$ cat src/hdl/c2c_pkg.sv
`default_nettype none

package c2c_pkg;

    //////////////////////////////////////////////////
    // link sizing.
    //////////////////////////////////////////////////

    // number of slave controls hanging off the link.
    localparam int N_SLAVES = 4;
    // width of a slave index in a send command.
    localparam int SLAVE_IDX_W = 2;
    // width of one value carried over the link.
    localparam int DATA_W = 3;

    // hold counter width, wide enough for the hold time.
    localparam int HOLD_CNT_W = 4;
    // cycles a slave shows notice before it acks.
    localparam logic [HOLD_CNT_W-1:0] HOLD_CYCLES = HOLD_CNT_W'(8);

    //////////////////////////////////////////////////
    // seven-segment patterns.
    //////////////////////////////////////////////////

    localparam int SEG_W = 7;

    // active-high segments, msb is a, lsb is g.
    localparam logic [SEG_W-1:0] seg_table [2**DATA_W] = '{
        7'b111_1110,  // 0.
        7'b011_0000,  // 1.
        7'b110_1101,  // 2.
        7'b111_1001,  // 3.
        7'b011_0011,  // 4.
        7'b101_1011,  // 5.
        7'b101_1111,  // 6.
        7'b111_0000   // 7.
    };

    //////////////////////////////////////////////////
    // bundles.
    //////////////////////////////////////////////////

    // shared data bus, master to every slave.
    typedef struct packed {
        logic [DATA_W-1:0] data;
        logic              valid;
    } c2c_bus_t;

    // per-slave status toward the display.
    typedef struct packed {
        logic              notice;
        logic [DATA_W-1:0] data;
    } c2c_slave_out_t;

    // send command at the top port.
    typedef struct packed {
        logic [SLAVE_IDX_W-1:0] target;
        logic [DATA_W-1:0]      value;
    } c2c_cmd_t;

endpackage

`default_nettype wire

$ cat src/hdl/c2c_master.sv
`default_nettype none

module c2c_master (
    input  logic                           clk,
    input  logic                           rst_n,
    input  logic                           send,
    input  c2c_pkg::c2c_cmd_t              cmd,
    input  logic [c2c_pkg::N_SLAVES-1:0]   ack,
    output logic                           busy,
    output logic [c2c_pkg::N_SLAVES-1:0]   request,
    output c2c_pkg::c2c_bus_t              bus
);

    //////////////////////////////////////////////////
    // state and command storage.
    //////////////////////////////////////////////////

    typedef enum logic [1:0] {
        state_idle,
        state_wait_ack,
        state_send_data
    } state_t;

    state_t state;

    // command captured when a send is taken.
    logic [c2c_pkg::SLAVE_IDX_W-1:0] target_q;
    logic [c2c_pkg::DATA_W-1:0]      value_q;

    // one-hot request pattern for the incoming command.
    logic [c2c_pkg::N_SLAVES-1:0] target_onehot;
    // ack bit of the slave being served.
    logic target_ack;
    // a send strobe that the master takes this cycle.
    logic send_take;

    //////////////////////////////////////////////////
    // decode.
    //////////////////////////////////////////////////

    always_comb begin
        target_onehot = '0;
        target_onehot[cmd.target] = 1'b1;
    end

    // only the addressed slave's ack is watched.
    assign target_ack = ack[target_q];

    // sends outside idle are dropped.
    assign send_take = send && (state == state_idle);

    // busy covers request, ack wait and the valid cycle.
    assign busy = (state != state_idle);

    //////////////////////////////////////////////////
    // sequencer.
    //////////////////////////////////////////////////

    always_ff @(posedge clk) begin
        if (!rst_n) begin
            state   <= state_idle;
            request <= '0;
            bus     <= '0;
        end else begin
            case (state)
                state_idle: begin
                    bus.valid <= 1'b0;
                    // raise the target's line and hold it.
                    if (send) begin
                        state   <= state_wait_ack;
                        request <= target_onehot;
                    end
                end
                state_wait_ack: begin
                    // ack seen, drop request and put the value out.
                    if (target_ack) begin
                        state     <= state_send_data;
                        request   <= '0;
                        bus.data  <= value_q;
                        bus.valid <= 1'b1;
                    end
                end
                state_send_data: begin
                    // valid lasts exactly one cycle.
                    state     <= state_idle;
                    bus.valid <= 1'b0;
                end
                default: begin
                    state   <= state_idle;
                    request <= '0;
                end
            endcase
        end
    end

    // command latch.
    always_ff @(posedge clk) begin
        if (send_take) begin
            target_q <= cmd.target;
            value_q  <= cmd.value;
        end
    end

endmodule

`default_nettype wire

$ cat src/hdl/c2c_slave.sv
`default_nettype none

module c2c_slave (
    input  logic                    clk,
    input  logic                    rst_n,
    input  logic                    request,
    input  c2c_pkg::c2c_bus_t       bus,
    output logic                    ack,
    output c2c_pkg::c2c_slave_out_t slave_out
);

    //////////////////////////////////////////////////
    // state and registers.
    //////////////////////////////////////////////////

    typedef enum logic [1:0] {
        state_wait_rqst,
        state_hold,
        state_wait_data
    } state_t;

    state_t state;
    state_t next_state;

    logic next_ack;
    logic notice;
    logic next_notice;

    // last value received, shown on the display.
    logic [c2c_pkg::DATA_W-1:0] data;
    logic [c2c_pkg::DATA_W-1:0] next_data;

    // hold counter, runs only in state_hold.
    logic [c2c_pkg::HOLD_CNT_W-1:0] cnt;
    logic [c2c_pkg::HOLD_CNT_W-1:0] next_cnt;
    logic                           hold_done;

    // last hold cycle, ack goes out on this edge.
    assign hold_done = (cnt == c2c_pkg::HOLD_CYCLES - 1'b1);

    always_ff @(posedge clk) begin
        if (!rst_n) begin
            state  <= state_wait_rqst;
            ack    <= 1'b0;
            notice <= 1'b0;
            data   <= '0;
            cnt    <= '0;
        end else begin
            state  <= next_state;
            ack    <= next_ack;
            notice <= next_notice;
            data   <= next_data;
            cnt    <= next_cnt;
        end
    end

    //////////////////////////////////////////////////
    // next-state logic.
    //////////////////////////////////////////////////

    always_comb begin
        next_state  = state;
        next_ack    = ack;
        next_notice = notice;
        next_data   = data;
        next_cnt    = cnt;
        case (state)
            state_wait_rqst: begin
                // notice lights as soon as the request is seen.
                next_state  = request ? state_hold : state_wait_rqst;
                next_notice = request;
                next_ack    = 1'b0;
                next_cnt    = '0;
            end
            state_hold: begin
                // keep notice until the hold time is up, then ack.
                next_state  = hold_done ? state_wait_data : state_hold;
                next_notice = !hold_done;
                next_ack    = hold_done;
                next_cnt    = cnt + 1'b1;
            end
            state_wait_data: begin
                // valid only comes after our own ack.
                next_state  = bus.valid ? state_wait_rqst : state_wait_data;
                next_notice = bus.valid;
                next_ack    = !bus.valid;
                next_data   = bus.valid ? bus.data : data;
                next_cnt    = '0;
            end
            default: begin
                next_state = state_wait_rqst;
            end
        endcase
    end

    assign slave_out.notice = notice;
    assign slave_out.data   = data;

endmodule

`default_nettype wire

$ cat src/hdl/c2c_display.sv
`default_nettype none

module c2c_display (
    input  c2c_pkg::c2c_slave_out_t [c2c_pkg::N_SLAVES-1:0] slave_out,
    output logic [c2c_pkg::N_SLAVES-1:0][c2c_pkg::SEG_W-1:0] seg,
    output logic [c2c_pkg::N_SLAVES-1:0]                     notice_led
);

    //////////////////////////////////////////////////
    // digit lookup.
    //////////////////////////////////////////////////

    // table lookup for one digit.
    function automatic logic [c2c_pkg::SEG_W-1:0] digit_pattern(
        input logic [c2c_pkg::DATA_W-1:0] value
    );
        digit_pattern = c2c_pkg::seg_table[value];
    endfunction

    //////////////////////////////////////////////////
    // drain every slave.
    //////////////////////////////////////////////////

    // one digit per slave, purely combinational.
    always_comb begin
        for (int i = 0; i < c2c_pkg::N_SLAVES; i++) begin
            seg[i] = digit_pattern(slave_out[i].data);
        end
    end

    // led i follows slave i's notice line.
    always_comb begin
        for (int i = 0; i < c2c_pkg::N_SLAVES; i++) begin
            notice_led[i] = slave_out[i].notice;
        end
    end

endmodule

`default_nettype wire

$ cat src/hdl/c2c_top.sv
`default_nettype none

module c2c_top (
    input  logic                                             clk,
    input  logic                                             rst_n,
    input  logic                                             send,
    input  c2c_pkg::c2c_cmd_t                                cmd,
    output logic                                             busy,
    output logic [c2c_pkg::N_SLAVES-1:0][c2c_pkg::SEG_W-1:0] seg,
    output logic [c2c_pkg::N_SLAVES-1:0]                     notice_led
);

    //////////////////////////////////////////////////
    // link wiring.
    //////////////////////////////////////////////////

    // one request and one ack line per slave.
    logic [c2c_pkg::N_SLAVES-1:0] request;
    logic [c2c_pkg::N_SLAVES-1:0] ack;

    // shared data bus.
    c2c_pkg::c2c_bus_t bus;

    // per-slave status into the display.
    c2c_pkg::c2c_slave_out_t [c2c_pkg::N_SLAVES-1:0] slave_out;

    c2c_master u_master (
        .clk     (clk),
        .rst_n   (rst_n),
        .send    (send),
        .cmd     (cmd),
        .ack     (ack),
        .busy    (busy),
        .request (request),
        .bus     (bus)
    );

    // identical slaves, each on its own request line.
    for (genvar i = 0; i < c2c_pkg::N_SLAVES; i++) begin : g_slave
        c2c_slave u_slave (
            .clk       (clk),
            .rst_n     (rst_n),
            .request   (request[i]),
            .bus       (bus),
            .ack       (ack[i]),
            .slave_out (slave_out[i])
        );
    end

    c2c_display u_display (
        .slave_out  (slave_out),
        .seg        (seg),
        .notice_led (notice_led)
    );

endmodule

`default_nettype wire

$ cat config.mk
export PLATFORM = sky130hd
export DESIGN_NAME = c2c_top
export DESIGN_NICKNAME = d
export VERILOG_FILES = /design/src/hdl/c2c_pkg.sv /design/src/hdl/c2c_master.sv /design/src/hdl/c2c_slave.sv /design/src/hdl/c2c_display.sv /design/src/hdl/c2c_top.sv
export SDC_FILE = /design/constraint.sdc
export NUM_CORES = 1
export LEC_CHECK = 0
export ABC_AREA = 1
export BUFFER_PORTS_ARGS = -buffer_cell sky130_fd_sc_hd__buf_2
export CORE_MARGIN = 10
export CORE_UTILIZATION = 50
export DETAILED_ROUTE_END_ITERATION = 12
export PLACE_DENSITY_LB_ADDON = 0.3
export SYNTH_ARGS = -nofsm -noshare
export SYNTH_HDL_FRONTEND = slang
export SYNTH_SLANG_ARGS = --single-unit
$ cat constraint.sdc
create_clock -name clk -period 1.3 [get_ports clk]
set_input_delay 0.195 -clock clk [delete_from_list [all_inputs] [get_ports clk]]
set_output_delay 0.195 -clock clk [all_outputs]
set_load 0.02 [all_outputs]
==> impl_metrics.env, run 1 <==
export IMPL_status="finished with violations"
export IMPL_failed_checks="negative setup slack"
export IMPL_p_sw_w=0.00102
export IMPL_grt_start_max_net_pins=19
export IMPL_seqPwrFrac_pct=43.1
export IMPL_hp_class="in2reg"
export IMPL_async_reset_ff_share_pct=0
export IMPL_insertion_delay_ns=0.33
export IMPL_drc=0
export IMPL_multi_input_area_sq_um=2070
export IMPL_clock_path_buffers=2
export IMPL_reg2reg_slack_ns=-0.07
export IMPL_yosys_top_cells_area="dfxtp_1 (34%), ha_1 (18%), nand2_1 (7.1%), inv_1 (5.4%), a21oi_1 (5.4%)"
export IMPL_cts_sinks=59
export IMPL_core_area_sq_um=6060
export IMPL_yosysMostFrequentCell="nand2_1"
export IMPL_cts_tree="yes"
export IMPL_comb_power_share_pct=8.3
export IMPL_grt_pass1_vias=2762
export IMPL_dr_pass1_iters=4
export IMPL_final_max_slew_viol_count=0
export IMPL_grt_pass1_wl_microns=12600
export IMPL_regArea_sq_um=1270
export IMPL_grt_ovfl_total=0
export IMPL_area_growth_pct=44.4
export IMPL_setup_slack_ns=-0.285
export IMPL_synthFlopType="dfxtp_1"
export IMPL_period_needed_ns=1.59
export IMPL_slew_headroom_pct=76.8
export IMPL_syn_area_sq_um=3180
export IMPL_finalPower_w=0.00452
export IMPL_path_class="reg2out"
export IMPL_wl_per_cell_microns=15.1
export IMPL_grtUsageTotal_pct=15.0
export IMPL_peakVddDrop_mv=0.821
export IMPL_initial_core_util_pct=52.5
export IMPL_die_y_microns=99.7
export IMPL_vias_per_cell=5.24
export IMPL_postSynthAreaPerCell_sq_um=8.15
export IMPL_p_leak_nw=1.90
export IMPL_synth_edf_count=5
export IMPL_numCtsBuffers=9
export IMPL_rows=28
export IMPL_p_int_w=0.00350
export IMPL_clkTransAtPathRegs_ns=0.07
export IMPL_pre_cts_slack_ns=-0.00660
export IMPL_ys_ff_latch=59
export IMPL_seq_area_frac_synth_pct=38.7
export IMPL_dp_hpwl_microns=5050
export IMPL_antenna_cells=0
export IMPL_finalNetCount=520
export IMPL_worstMarginPinSlew_ns=0.347
export IMPL_die_x_microns=99.7
export IMPL_synth_common_cells="nand2_1 (60), dfxtp_1 (54), inv_1 (46)"
export IMPL_synthDominantCellAreaShare_pct=34.0
export IMPL_grt_setup_unrepaired="true"
export IMPL_power_density_nw_per_um2=984
export IMPL_die_area_sq_um=9950
export IMPL_arrival_ns=1.39
export IMPL_drv_cap=0
export IMPL_fin_util_pct=75.7
export IMPL_n_fill_cell=392
export IMPL_reg2reg_from="g_slave[2].u_slave.state[1]"
export IMPL_postCtsHoldBufs=0
export IMPL_hp_start="cmd[0]"
export IMPL_hold_violations=0
export IMPL_finalCritPeriodShare_pct=122
export IMPL_port_buffers=40
export IMPL_hold_depth=1
export IMPL_r2r_cells=5
export IMPL_max_freq_ghz=0.631
export IMPL_critPathMaxFanout=3
export IMPL_io_pins=41
export IMPL_finalSetupViolCount=29
export IMPL_wl_microns=8260
export IMPL_synthesis_nets=443
export IMPL_end_kind="output port"
export IMPL_netSwitchingFraction_pct=22.5
export IMPL_dr_first_iter_drc_count=106
export IMPL_synth_top_cell_by_area="dfxtp_1"
export IMPL_vias=2864
export IMPL_clkPwrFrac_pct=48.6
export IMPL_crit_required_ns=1.11
export IMPL_layout_drive_gt1_share_pct=42.8
export IMPL_start_kind="flip-flop"
export IMPL_synth_cell_types=32
export IMPL_fin_worst_skew_ns=0.00882
export IMPL_drtAntennaViolNets=0
export IMPL_finalWeightedCongestion=0.857
export IMPL_synth_warnings=0
export IMPL_netlist_instances=390
export IMPL_clock_root_buffer="clkbuf_8"
export IMPL_cts_htree_levels=3
export IMPL_antenna_found_initial=0
export IMPL_r2r_end="g_slave[2].u_slave.cnt[2]"
export IMPL_hold_end="u_master.value_q[0]"
[kinds of logic (layout without fill, tap and decap cells)]
kind of cell / count (synthesis) / after routing / share of synthesized area, %
adder cells (fa/ha/maj): 45 / 45 / 17.7
AND/OR/NAND/NOR: 139 / 139 / 20.8
buffers and inverters: 60 / 142 / 7.67
AO/OA/AOI/OAI: 83 / 83 / 14.0
XOR/XNOR: 4 / 4 / 1.10
flip-flops: 59 / 59 / 38.7
[metal layers]
metal  global-route usage, %  routed length (microns)  vias to the layer above
met5                       0                        0                        -
met4                    4.74                      196                        0
met3                    4.22                      427                       16
met2                    26.8                     4380                       70
met1                    16.7                     3260                     1340
li1                        -                        -                     1438
[through the flow]
| stage | instance area [sq um] | hold WS, ns | setup TNS [ns] | cells |
|---|---|---|---|---|
| 5_1_grt | 4590 | 0.0312 | -6.81 | 547 |
| 2_1_floorplan | 3190 | 0.294 | -0.000920 | 390 |
| 3_3_place_gp | 3600 | 0.383 | 0 | 517 |
| 4_1_cts | 4370 | 0.0382 | -4.86 | 539 |
| 6_report | 4590 | 0.0452 | -5.40 | 547 |
| 3_5_place_dp | 3600 | 0.386 | -0.00660 | 517 |
[worst max path at each step]
stage                                           from       to  depth (start not counted)
after global placement    g_slave[2].u_slave.data[1]  seg[20]                          5
after detailed placement  g_slave[1].u_slave.data[1]  seg[13]                          5
after global routing      g_slave[1].u_slave.data[1]  seg[10]                          6
after floorplan           g_slave[3].u_slave.data[1]  seg[27]                          4
after CTS                 g_slave[3].u_slave.data[1]  seg[24]                          6
final                     g_slave[1].u_slave.data[1]  seg[10]                          6
[power groups by stage]
stage          combinational [W]  clock, W  sequential (W)
3_5_place_dp            0.000356         0         0.00200
4_1_cts                 0.000361   0.00221         0.00195
2_1_floorplan           0.000281         0         0.00199
6_report                0.000374   0.00219         0.00195
3_3_place_gp            0.000344         0         0.00200
5_1_grt                 0.000423   0.00231         0.00196
[critical path: stages, from the launching register on]
cell     delay (ns)
dfxtp_4        0.37
inv_4          0.05
buf_6          0.12
ha_4           0.27
nand2_4        0.05
nand2_2        0.07
buf_6          0.12
[repair_timing]
| item | CTS | global route |
|---|---|---|
| hold endpoints to repair | 0 | 0 |
| gates cloned | 0 | 0 |
| setup endpoints to repair | 30 | 50 |
| pin swaps | 23 | 13 |
| buffers inserted | 7 | 8 |
| resized for setup | 149 | 46 |
[state kept, by name, summed over array words and instances (netlist names)]
| name | cells |
|---|---|
| u_master.state | 2 |
| g_slave.u_slave.notice | 4 |
| u_master.value_q | 3 |
| u_master.target_q | 2 |
| u_master.request | 4 |
| g_slave.u_slave.ack | 4 |
| u_master.bus | 4 |
| g_slave.u_slave.cnt | 16 |
| g_slave.u_slave.state | 8 |
| g_slave.u_slave.data | 12 |
[placed cells by master, fill, tap and decap left out, types with 9 or more instances in the layout]
master / n
nand2_1: 42
dfxtp_1: 35
a21oi_1: 34
inv_1: 33
buf_6: 33
buf_4: 29
nor2_1: 26
o21ai_0: 24
ha_1: 21
nand3_1: 20
nand2_2: 16
ha_4: 14
buf_2: 12
dfxtp_2: 11
inv_2: 10
ha_2: 10
clkbuf_8: 9
[cell type report]
cell class | instances | area share (%)
timing repair buffer | 75 | 14.6
tap | 75 | 2.04
inverter | 51 | 4.80
multi-input combinational | 271 | 45.1
sequential | 59 | 27.8
clock inverter | 7 | 3.05
clock buffer | 9 | 2.70
Note: power is estimated with default switching activity, not from simulation.
==> run 2: changes to the inputs <==
- REMOVE_ABC_BUFFERS: not set -> 1
==> run 2 against run 1 <==
Effect of this change:
- the flow still finishes with violations (negative setup slack)
- non-clock buffer count shrank 4
- worst hold slack gained 0.0097 ns
- clock-buffer cell count grew 5
- critical path type unchanged
- combinational power shrank 3%
==> impl_metrics.env, run 2 (synthesis gave the netlist of run 1 again) <==
export IMPL_r2r_end="g_slave[1].u_slave.data[0]"
export IMPL_period_needed_ns=1.59
export IMPL_rows=28
export IMPL_end_kind="output port"
export IMPL_drc=0
export IMPL_pre_cts_slack_ns=-0.0441
export IMPL_setup_slack_ns=-0.286
export IMPL_r2r_cells=6
export IMPL_wl_per_cell_microns=14.7
export IMPL_slew_headroom_pct=75.8
export IMPL_grt_setup_unrepaired="true"
export IMPL_dp_hpwl_microns=4890
export IMPL_hold_end="u_master.value_q[2]"
export IMPL_grt_ovfl_total=0
export IMPL_clock_path_buffers=2
export IMPL_final_cell_mix="nand2_1 (41), dfxtp_1 (37), a21oi_1 (34), inv_1 (33), buf_6 (33)"
export IMPL_placed_cells=519
export IMPL_reg_largest_list="g_slave.u_slave.cnt x16, g_slave.u_slave.data x12, g_slave.u_slave.state x8"
export IMPL_failed_checks="negative setup slack"
export IMPL_dr_pass1_iters=4
export IMPL_hp_class="in2reg"
export IMPL_dr_first_iter_drc_count=85
export IMPL_core_area_sq_um=6060
export IMPL_drv_cap=0
export IMPL_path_class="reg2out"
export IMPL_crit_buf_inv=3
export IMPL_die_x_microns=99.7
export IMPL_critPathMaxFanout=3
export IMPL_netSwitchingFraction_pct=25.5
export IMPL_grt_pass1_vias=2683
export IMPL_cts_sinks=59
export IMPL_hold_worst_slack_ns=0.0549
export IMPL_largest_reg_flops=16
export IMPL_drtAntennaViolNets=0
export IMPL_grtUsageTotal_pct=14.2
export IMPL_vias=2847
export IMPL_vias_per_cell=5.24
export IMPL_area_growth_pct=39.7
export IMPL_port_buffers=40
export IMPL_die_y_microns=99.7
export IMPL_hp_start="cmd[2]"
export IMPL_finalSetupViolCount=28
export IMPL_max_freq_ghz=0.631
export IMPL_clkTransAtPathRegs_ns=0.06
export IMPL_status="finished with violations"
export IMPL_reg2reg_from="g_slave[1].u_slave.state[0]"
export IMPL_wl_microns=8010
export IMPL_hold_violations=0
export IMPL_place_area_sq_um=3590
export IMPL_layout_drive_gt1_share_pct=42.1
export IMPL_grt_pass1_wl_microns=11800
export IMPL_crit_chain="inv_4 > buf_6 > ha_4 > nand2_4 > nand2_2 > buf_6"
export IMPL_antenna_cells=0
export IMPL_critPathSlowestCell="dfxtp_4"
export IMPL_fin_worst_skew_ns=0.0117
export IMPL_clkPwrFrac_pct=39.0
export IMPL_hold_depth=1
export IMPL_clock_root_buffer="clkbuf_8"
export IMPL_cts_tree="yes"
export IMPL_numCtsBuffers=9
export IMPL_final_max_slew_viol_count=0
export IMPL_critPathTopFamily="flip-flops"
export IMPL_grt_start_max_net_pins=22
export IMPL_crit_required_ns=1.11
export IMPL_p_sw_w=0.000964
export IMPL_arrival_ns=1.39
export IMPL_postCtsHoldBufs=0
export IMPL_p_leak_nw=1.83
export IMPL_finalCritPeriodShare_pct=122
export IMPL_io_pins=41
export IMPL_insertion_delay_ns=0.34
export IMPL_worstMarginPinSlew_ns=0.363
export IMPL_antenna_found_initial=0
export IMPL_slowest_delay_ns=0.38
export IMPL_reg2reg_slack_ns=0.09
export IMPL_die_area_sq_um=9950
export IMPL_initial_core_util_pct=52.5
export IMPL_fin_area_sq_um=4440
export IMPL_top_register="g_slave.u_slave.cnt"
export IMPL_power_density_nw_per_um2=851
export IMPL_p_int_w=0.00282
export IMPL_start_kind="flip-flop"
export IMPL_comb_power_share_pct=9.5
export IMPL_fin_util_pct=73.3
export IMPL_finalWeightedCongestion=0.808
export IMPL_peakVddDrop_mv=0.557
export IMPL_finalNetCount=516
export IMPL_cp_common_cell="buf_6"
export IMPL_fin_cells=543
export IMPL_layout_commonest_cell="nand2_1"
export IMPL_cts_htree_levels=3
export IMPL_seqPwrFrac_pct=51.5
[run 2: cell types whose count changed in the layout (fill, tap and decap cells not counted), sizes merged]
cell and delta:
clkbuf +5, buf -4, bufinv -4, clkinvlp -3, clkinv +1, inv +1
[run 2: worst max-delay path by stage]
stage                                           from      end  depth (start not counted)
final                     g_slave[1].u_slave.data[1]  seg[10]                          6
after global routing      g_slave[1].u_slave.data[1]  seg[13]                          5
after CTS                 g_slave[3].u_slave.data[1]  seg[27]                          5
after detailed placement  g_slave[3].u_slave.data[1]  seg[27]                          5
after global placement    g_slave[3].u_slave.data[1]  seg[27]                          5
after floorplan           g_slave[3].u_slave.data[1]  seg[27]                          4
[run 2: timing repair]
action / CTS / global route
buffers inserted: 6 / 2
endpoints found under the setup margin: 28 / 46
pin swaps: 23 / 12
gates resized for setup: 125 / 79
[run 2: area by class of cell]
class / instances / area [sq um]
fill: 423 / 1620
sequential: 59 / 1280
timing repair buffer: 71 / 624
multi-input combinational: 271 / 2060
clock inverter: 2 / 10.0
clock buffer: 14 / 163
inverter: 51 / 209
tap: 75 / 93.8
[run 2: power groups by stage]
stage / registers [W] / logic (W) / clock network (W)
finish: 0.00195 / 0.000361 / 0.00147
CTS: 0.00196 / 0.000354 / 0.00150
global placement: 0.00200 / 0.000343 / 0
global route: 0.00196 / 0.000413 / 0.00158
detailed placement: 0.00200 / 0.000352 / 0
floorplan: 0.00200 / 0.000233 / 0
[run 2: through the flow]
stage	TNS [ns]	power (W)
floorplan	-0.0457	0.00224
global placement	0	0.00234
detailed placement	-0.0768	0.00235
CTS	-5.31	0.00381
global route	-7.06	0.00395
finish	-5.77	0.00378
[run 2: routing by layer]
metal	vias up	global-route usage, %	routed length, microns
met5	-	0	0
met4	0	6.84	203
met3	24	4.01	460
met2	73	24.7	4040
met1	1317	15.5	3310
li1	1433	-	-
==> run 3: changes to the inputs <==
- CORE_MARGIN: 10 -> not set
==> run 3 against run 2 <==
Effect of this change:
- the flow still finishes with violations (negative setup slack)
- clock-buffer cell count up 1
- sequential cell count unchanged
- global-route usage up 6.6 points
- routed wire length down 3.5%
- first-iteration DRC count up 2.4%
- via count down 0.81%
- register-to-register slack worse by 0.14 ns
- final cell count down 0.37%
- clock skew down 0.0066 ns
- critical path depth unchanged
==> impl_metrics.env, run 3 (synthesis gave the netlist of run 1 again) <==
export IMPL_worstMarginPinSlew_ns=0.384
export IMPL_area_growth_pct=38.8
export IMPL_die_area_sq_um=6680
export IMPL_dr_pass1_iters=4
export IMPL_grt_start_max_net_pins=19
export IMPL_finalSetupViolCount=28
export IMPL_postCtsHoldBufs=0
export IMPL_insertion_delay_ns=0.34
export IMPL_crit_required_ns=1.11
export IMPL_drc=0
export IMPL_p_sw_w=0.000973
export IMPL_die_x_microns=81.7
export IMPL_p_leak_nw=1.84
export IMPL_vias=2824
export IMPL_period_needed_ns=1.56
export IMPL_power_density_nw_per_um2=883
export IMPL_finalWeightedCongestion=0.829
export IMPL_clkTransAtPathRegs_ns=0.06
export IMPL_antenna_cells=0
export IMPL_wl_microns=7720
export IMPL_finalCritPeriodShare_pct=120
export IMPL_finalNetCount=514
export IMPL_slew_headroom_pct=74.3
export IMPL_numCtsBuffers=9
export IMPL_cts_sinks=59
export IMPL_peakVddDrop_mv=0.777
export IMPL_clock_root_buffer="clkbuf_8"
export IMPL_path_class="reg2out"
export IMPL_r2r_cells=6
export IMPL_comb_power_share_pct=9.3
export IMPL_hold_depth=1
export IMPL_dp_hpwl_microns=4600
export IMPL_max_freq_ghz=0.642
export IMPL_fin_util_pct=73.2
export IMPL_fin_worst_skew_ns=0.00512
export IMPL_critPathMaxFanout=3
export IMPL_port_buffers=40
export IMPL_grt_setup_unrepaired="true"
export IMPL_wl_per_cell_microns=14.3
export IMPL_layout_drive_gt1_share_pct=41.0
export IMPL_hp_start="cmd[0]"
export IMPL_p_int_w=0.00292
export IMPL_top_register="g_slave.u_slave.cnt"
export IMPL_layout_commonest_cell="nand2_1"
export IMPL_n_fill_cell=400
export IMPL_grt_pass1_wl_microns=10500
export IMPL_regArea_sq_um=1270
export IMPL_drv_cap=0
export IMPL_reg2reg_from="g_slave[2].u_slave.state[0]"
export IMPL_clock_path_buffers=2
export IMPL_reg2reg_slack_ns=-0.05
export IMPL_cts_tree="yes"
export IMPL_initial_core_util_pct=52.8
export IMPL_reg_largest_list="g_slave.u_slave.cnt x16, g_slave.u_slave.data x12, g_slave.u_slave.state x8"
export IMPL_hold_end="u_master.value_q[0]"
export IMPL_hold_violations=0
export IMPL_cts_htree_levels=3
export IMPL_grt_ovfl_total=0
export IMPL_hp_class="in2reg"
export IMPL_grtUsageTotal_pct=20.9
export IMPL_antenna_found_initial=0
export IMPL_final_max_slew_viol_count=0
export IMPL_dr_first_iter_drc_count=87
export IMPL_failed_checks="negative setup slack"
export IMPL_hold_worst_slack_ns=0.0568
export IMPL_drtAntennaViolNets=0
export IMPL_arrival_ns=1.36
export IMPL_core_area_sq_um=6030
export IMPL_r2r_end="g_slave[2].u_slave.data[0]"
export IMPL_place_area_sq_um=3580
export IMPL_end_kind="output port"
export IMPL_vias_per_cell=5.22
export IMPL_netSwitchingFraction_pct=25.0
export IMPL_multi_input_area_sq_um=2030
export IMPL_io_pins=41
export IMPL_setup_slack_ns=-0.259
export IMPL_largest_reg_flops=16
export IMPL_seqPwrFrac_pct=50.0
export IMPL_final_cell_mix="nand2_1 (41), dfxtp_1 (39), inv_1 (35), a21oi_1 (34), buf_6 (31)"
export IMPL_rows=28
export IMPL_status="finished with violations"
export IMPL_grt_pass1_vias=2503
export IMPL_die_y_microns=81.7
export IMPL_start_kind="flip-flop"
export IMPL_fin_area_sq_um=4410
export IMPL_clkPwrFrac_pct=40.8
run 3: metrics by stage:
step	setup TNS, ns	worst slack (ns)	total power [W]	instances
3_5_place_dp	-0.0215	-0.00962	0.00235	517
4_1_cts	-5.12	-0.234	0.00393	536
6_report	-5.50	-0.259	0.00390	541
2_1_floorplan	-0.0457	-0.0114	0.00224	381
3_3_place_gp	0	0.0172	0.00234	517
5_1_grt	-6.92	-0.318	0.00404	541
run 3: power groups by stage:
| stage | Sequential, W | Combinational (W) | Clock [W] |
|---|---|---|---|
| floorplan | 0.00200 | 0.000233 | 0 |
| finish | 0.00195 | 0.000361 | 0.00159 |
| detailed placement | 0.00200 | 0.000350 | 0 |
| global route | 0.00196 | 0.000405 | 0.00168 |
| global placement | 0.00200 | 0.000342 | 0 |
| CTS | 0.00196 | 0.000353 | 0.00162 |
run 3: worst max-delay path by stage:
stage	start	endpoint	slack, ns	cells after the start
final	g_slave[0].u_slave.data[1]	seg[3]	-0.26	6
after global routing	g_slave[0].u_slave.data[1]	seg[6]	-0.32	5
after CTS	g_slave[0].u_slave.data[1]	seg[6]	-0.23	5
after detailed placement	g_slave[3].u_slave.data[1]	seg[27]	-0.01	5
after global placement	g_slave[1].u_slave.data[1]	seg[13]	0.02	5
after floorplan	g_slave[3].u_slave.data[1]	seg[27]	-0.01	4
run 3: area by class of cell:
| class | count | share of cell area [%] |
|---|---|---|
| clock buffers | 15 | 4.22 |
| clock inverters | 1 | 0.113 |
| inverters | 51 | 4.96 |
| multi-input cells | 271 | 46.1 |
| flip-flops and latches | 59 | 28.8 |
| well taps | 75 | 2.13 |
| repair buffers | 69 | 13.7 |
run 3: timing repair:
item                                    4_1_cts  5_1_grt
pin swaps                                    17        7
setup buffers                                 3        5
endpoints found under the setup margin       29       45
resized for setup                           119       75
run 3: per-layer routing:
| layer | GRT usage, % | vias up | routed length, microns | part of all wire (%) |
|---|---|---|---|---|
| li1 | - | 1435 | - | - |
| met1 | 23.1 | 1313 | 3390 | 44 |
| met2 | 38.1 | 64 | 3930 | 51 |
| met3 | 5.00 | 12 | 249 | 3.2 |
| met4 | 7.89 | 0 | 153 | 2.0 |
| met5 | 0 | - | 0 | 0 |
run 3: worst max-delay path, stage by stage (launching register included):
cell and delay [ns]:
dfxtp_2 0.37, inv_2 0.06, buf_6 0.13, ha_4 0.26
nand2_4 0.05, nand2_2 0.06, buf_6 0.11
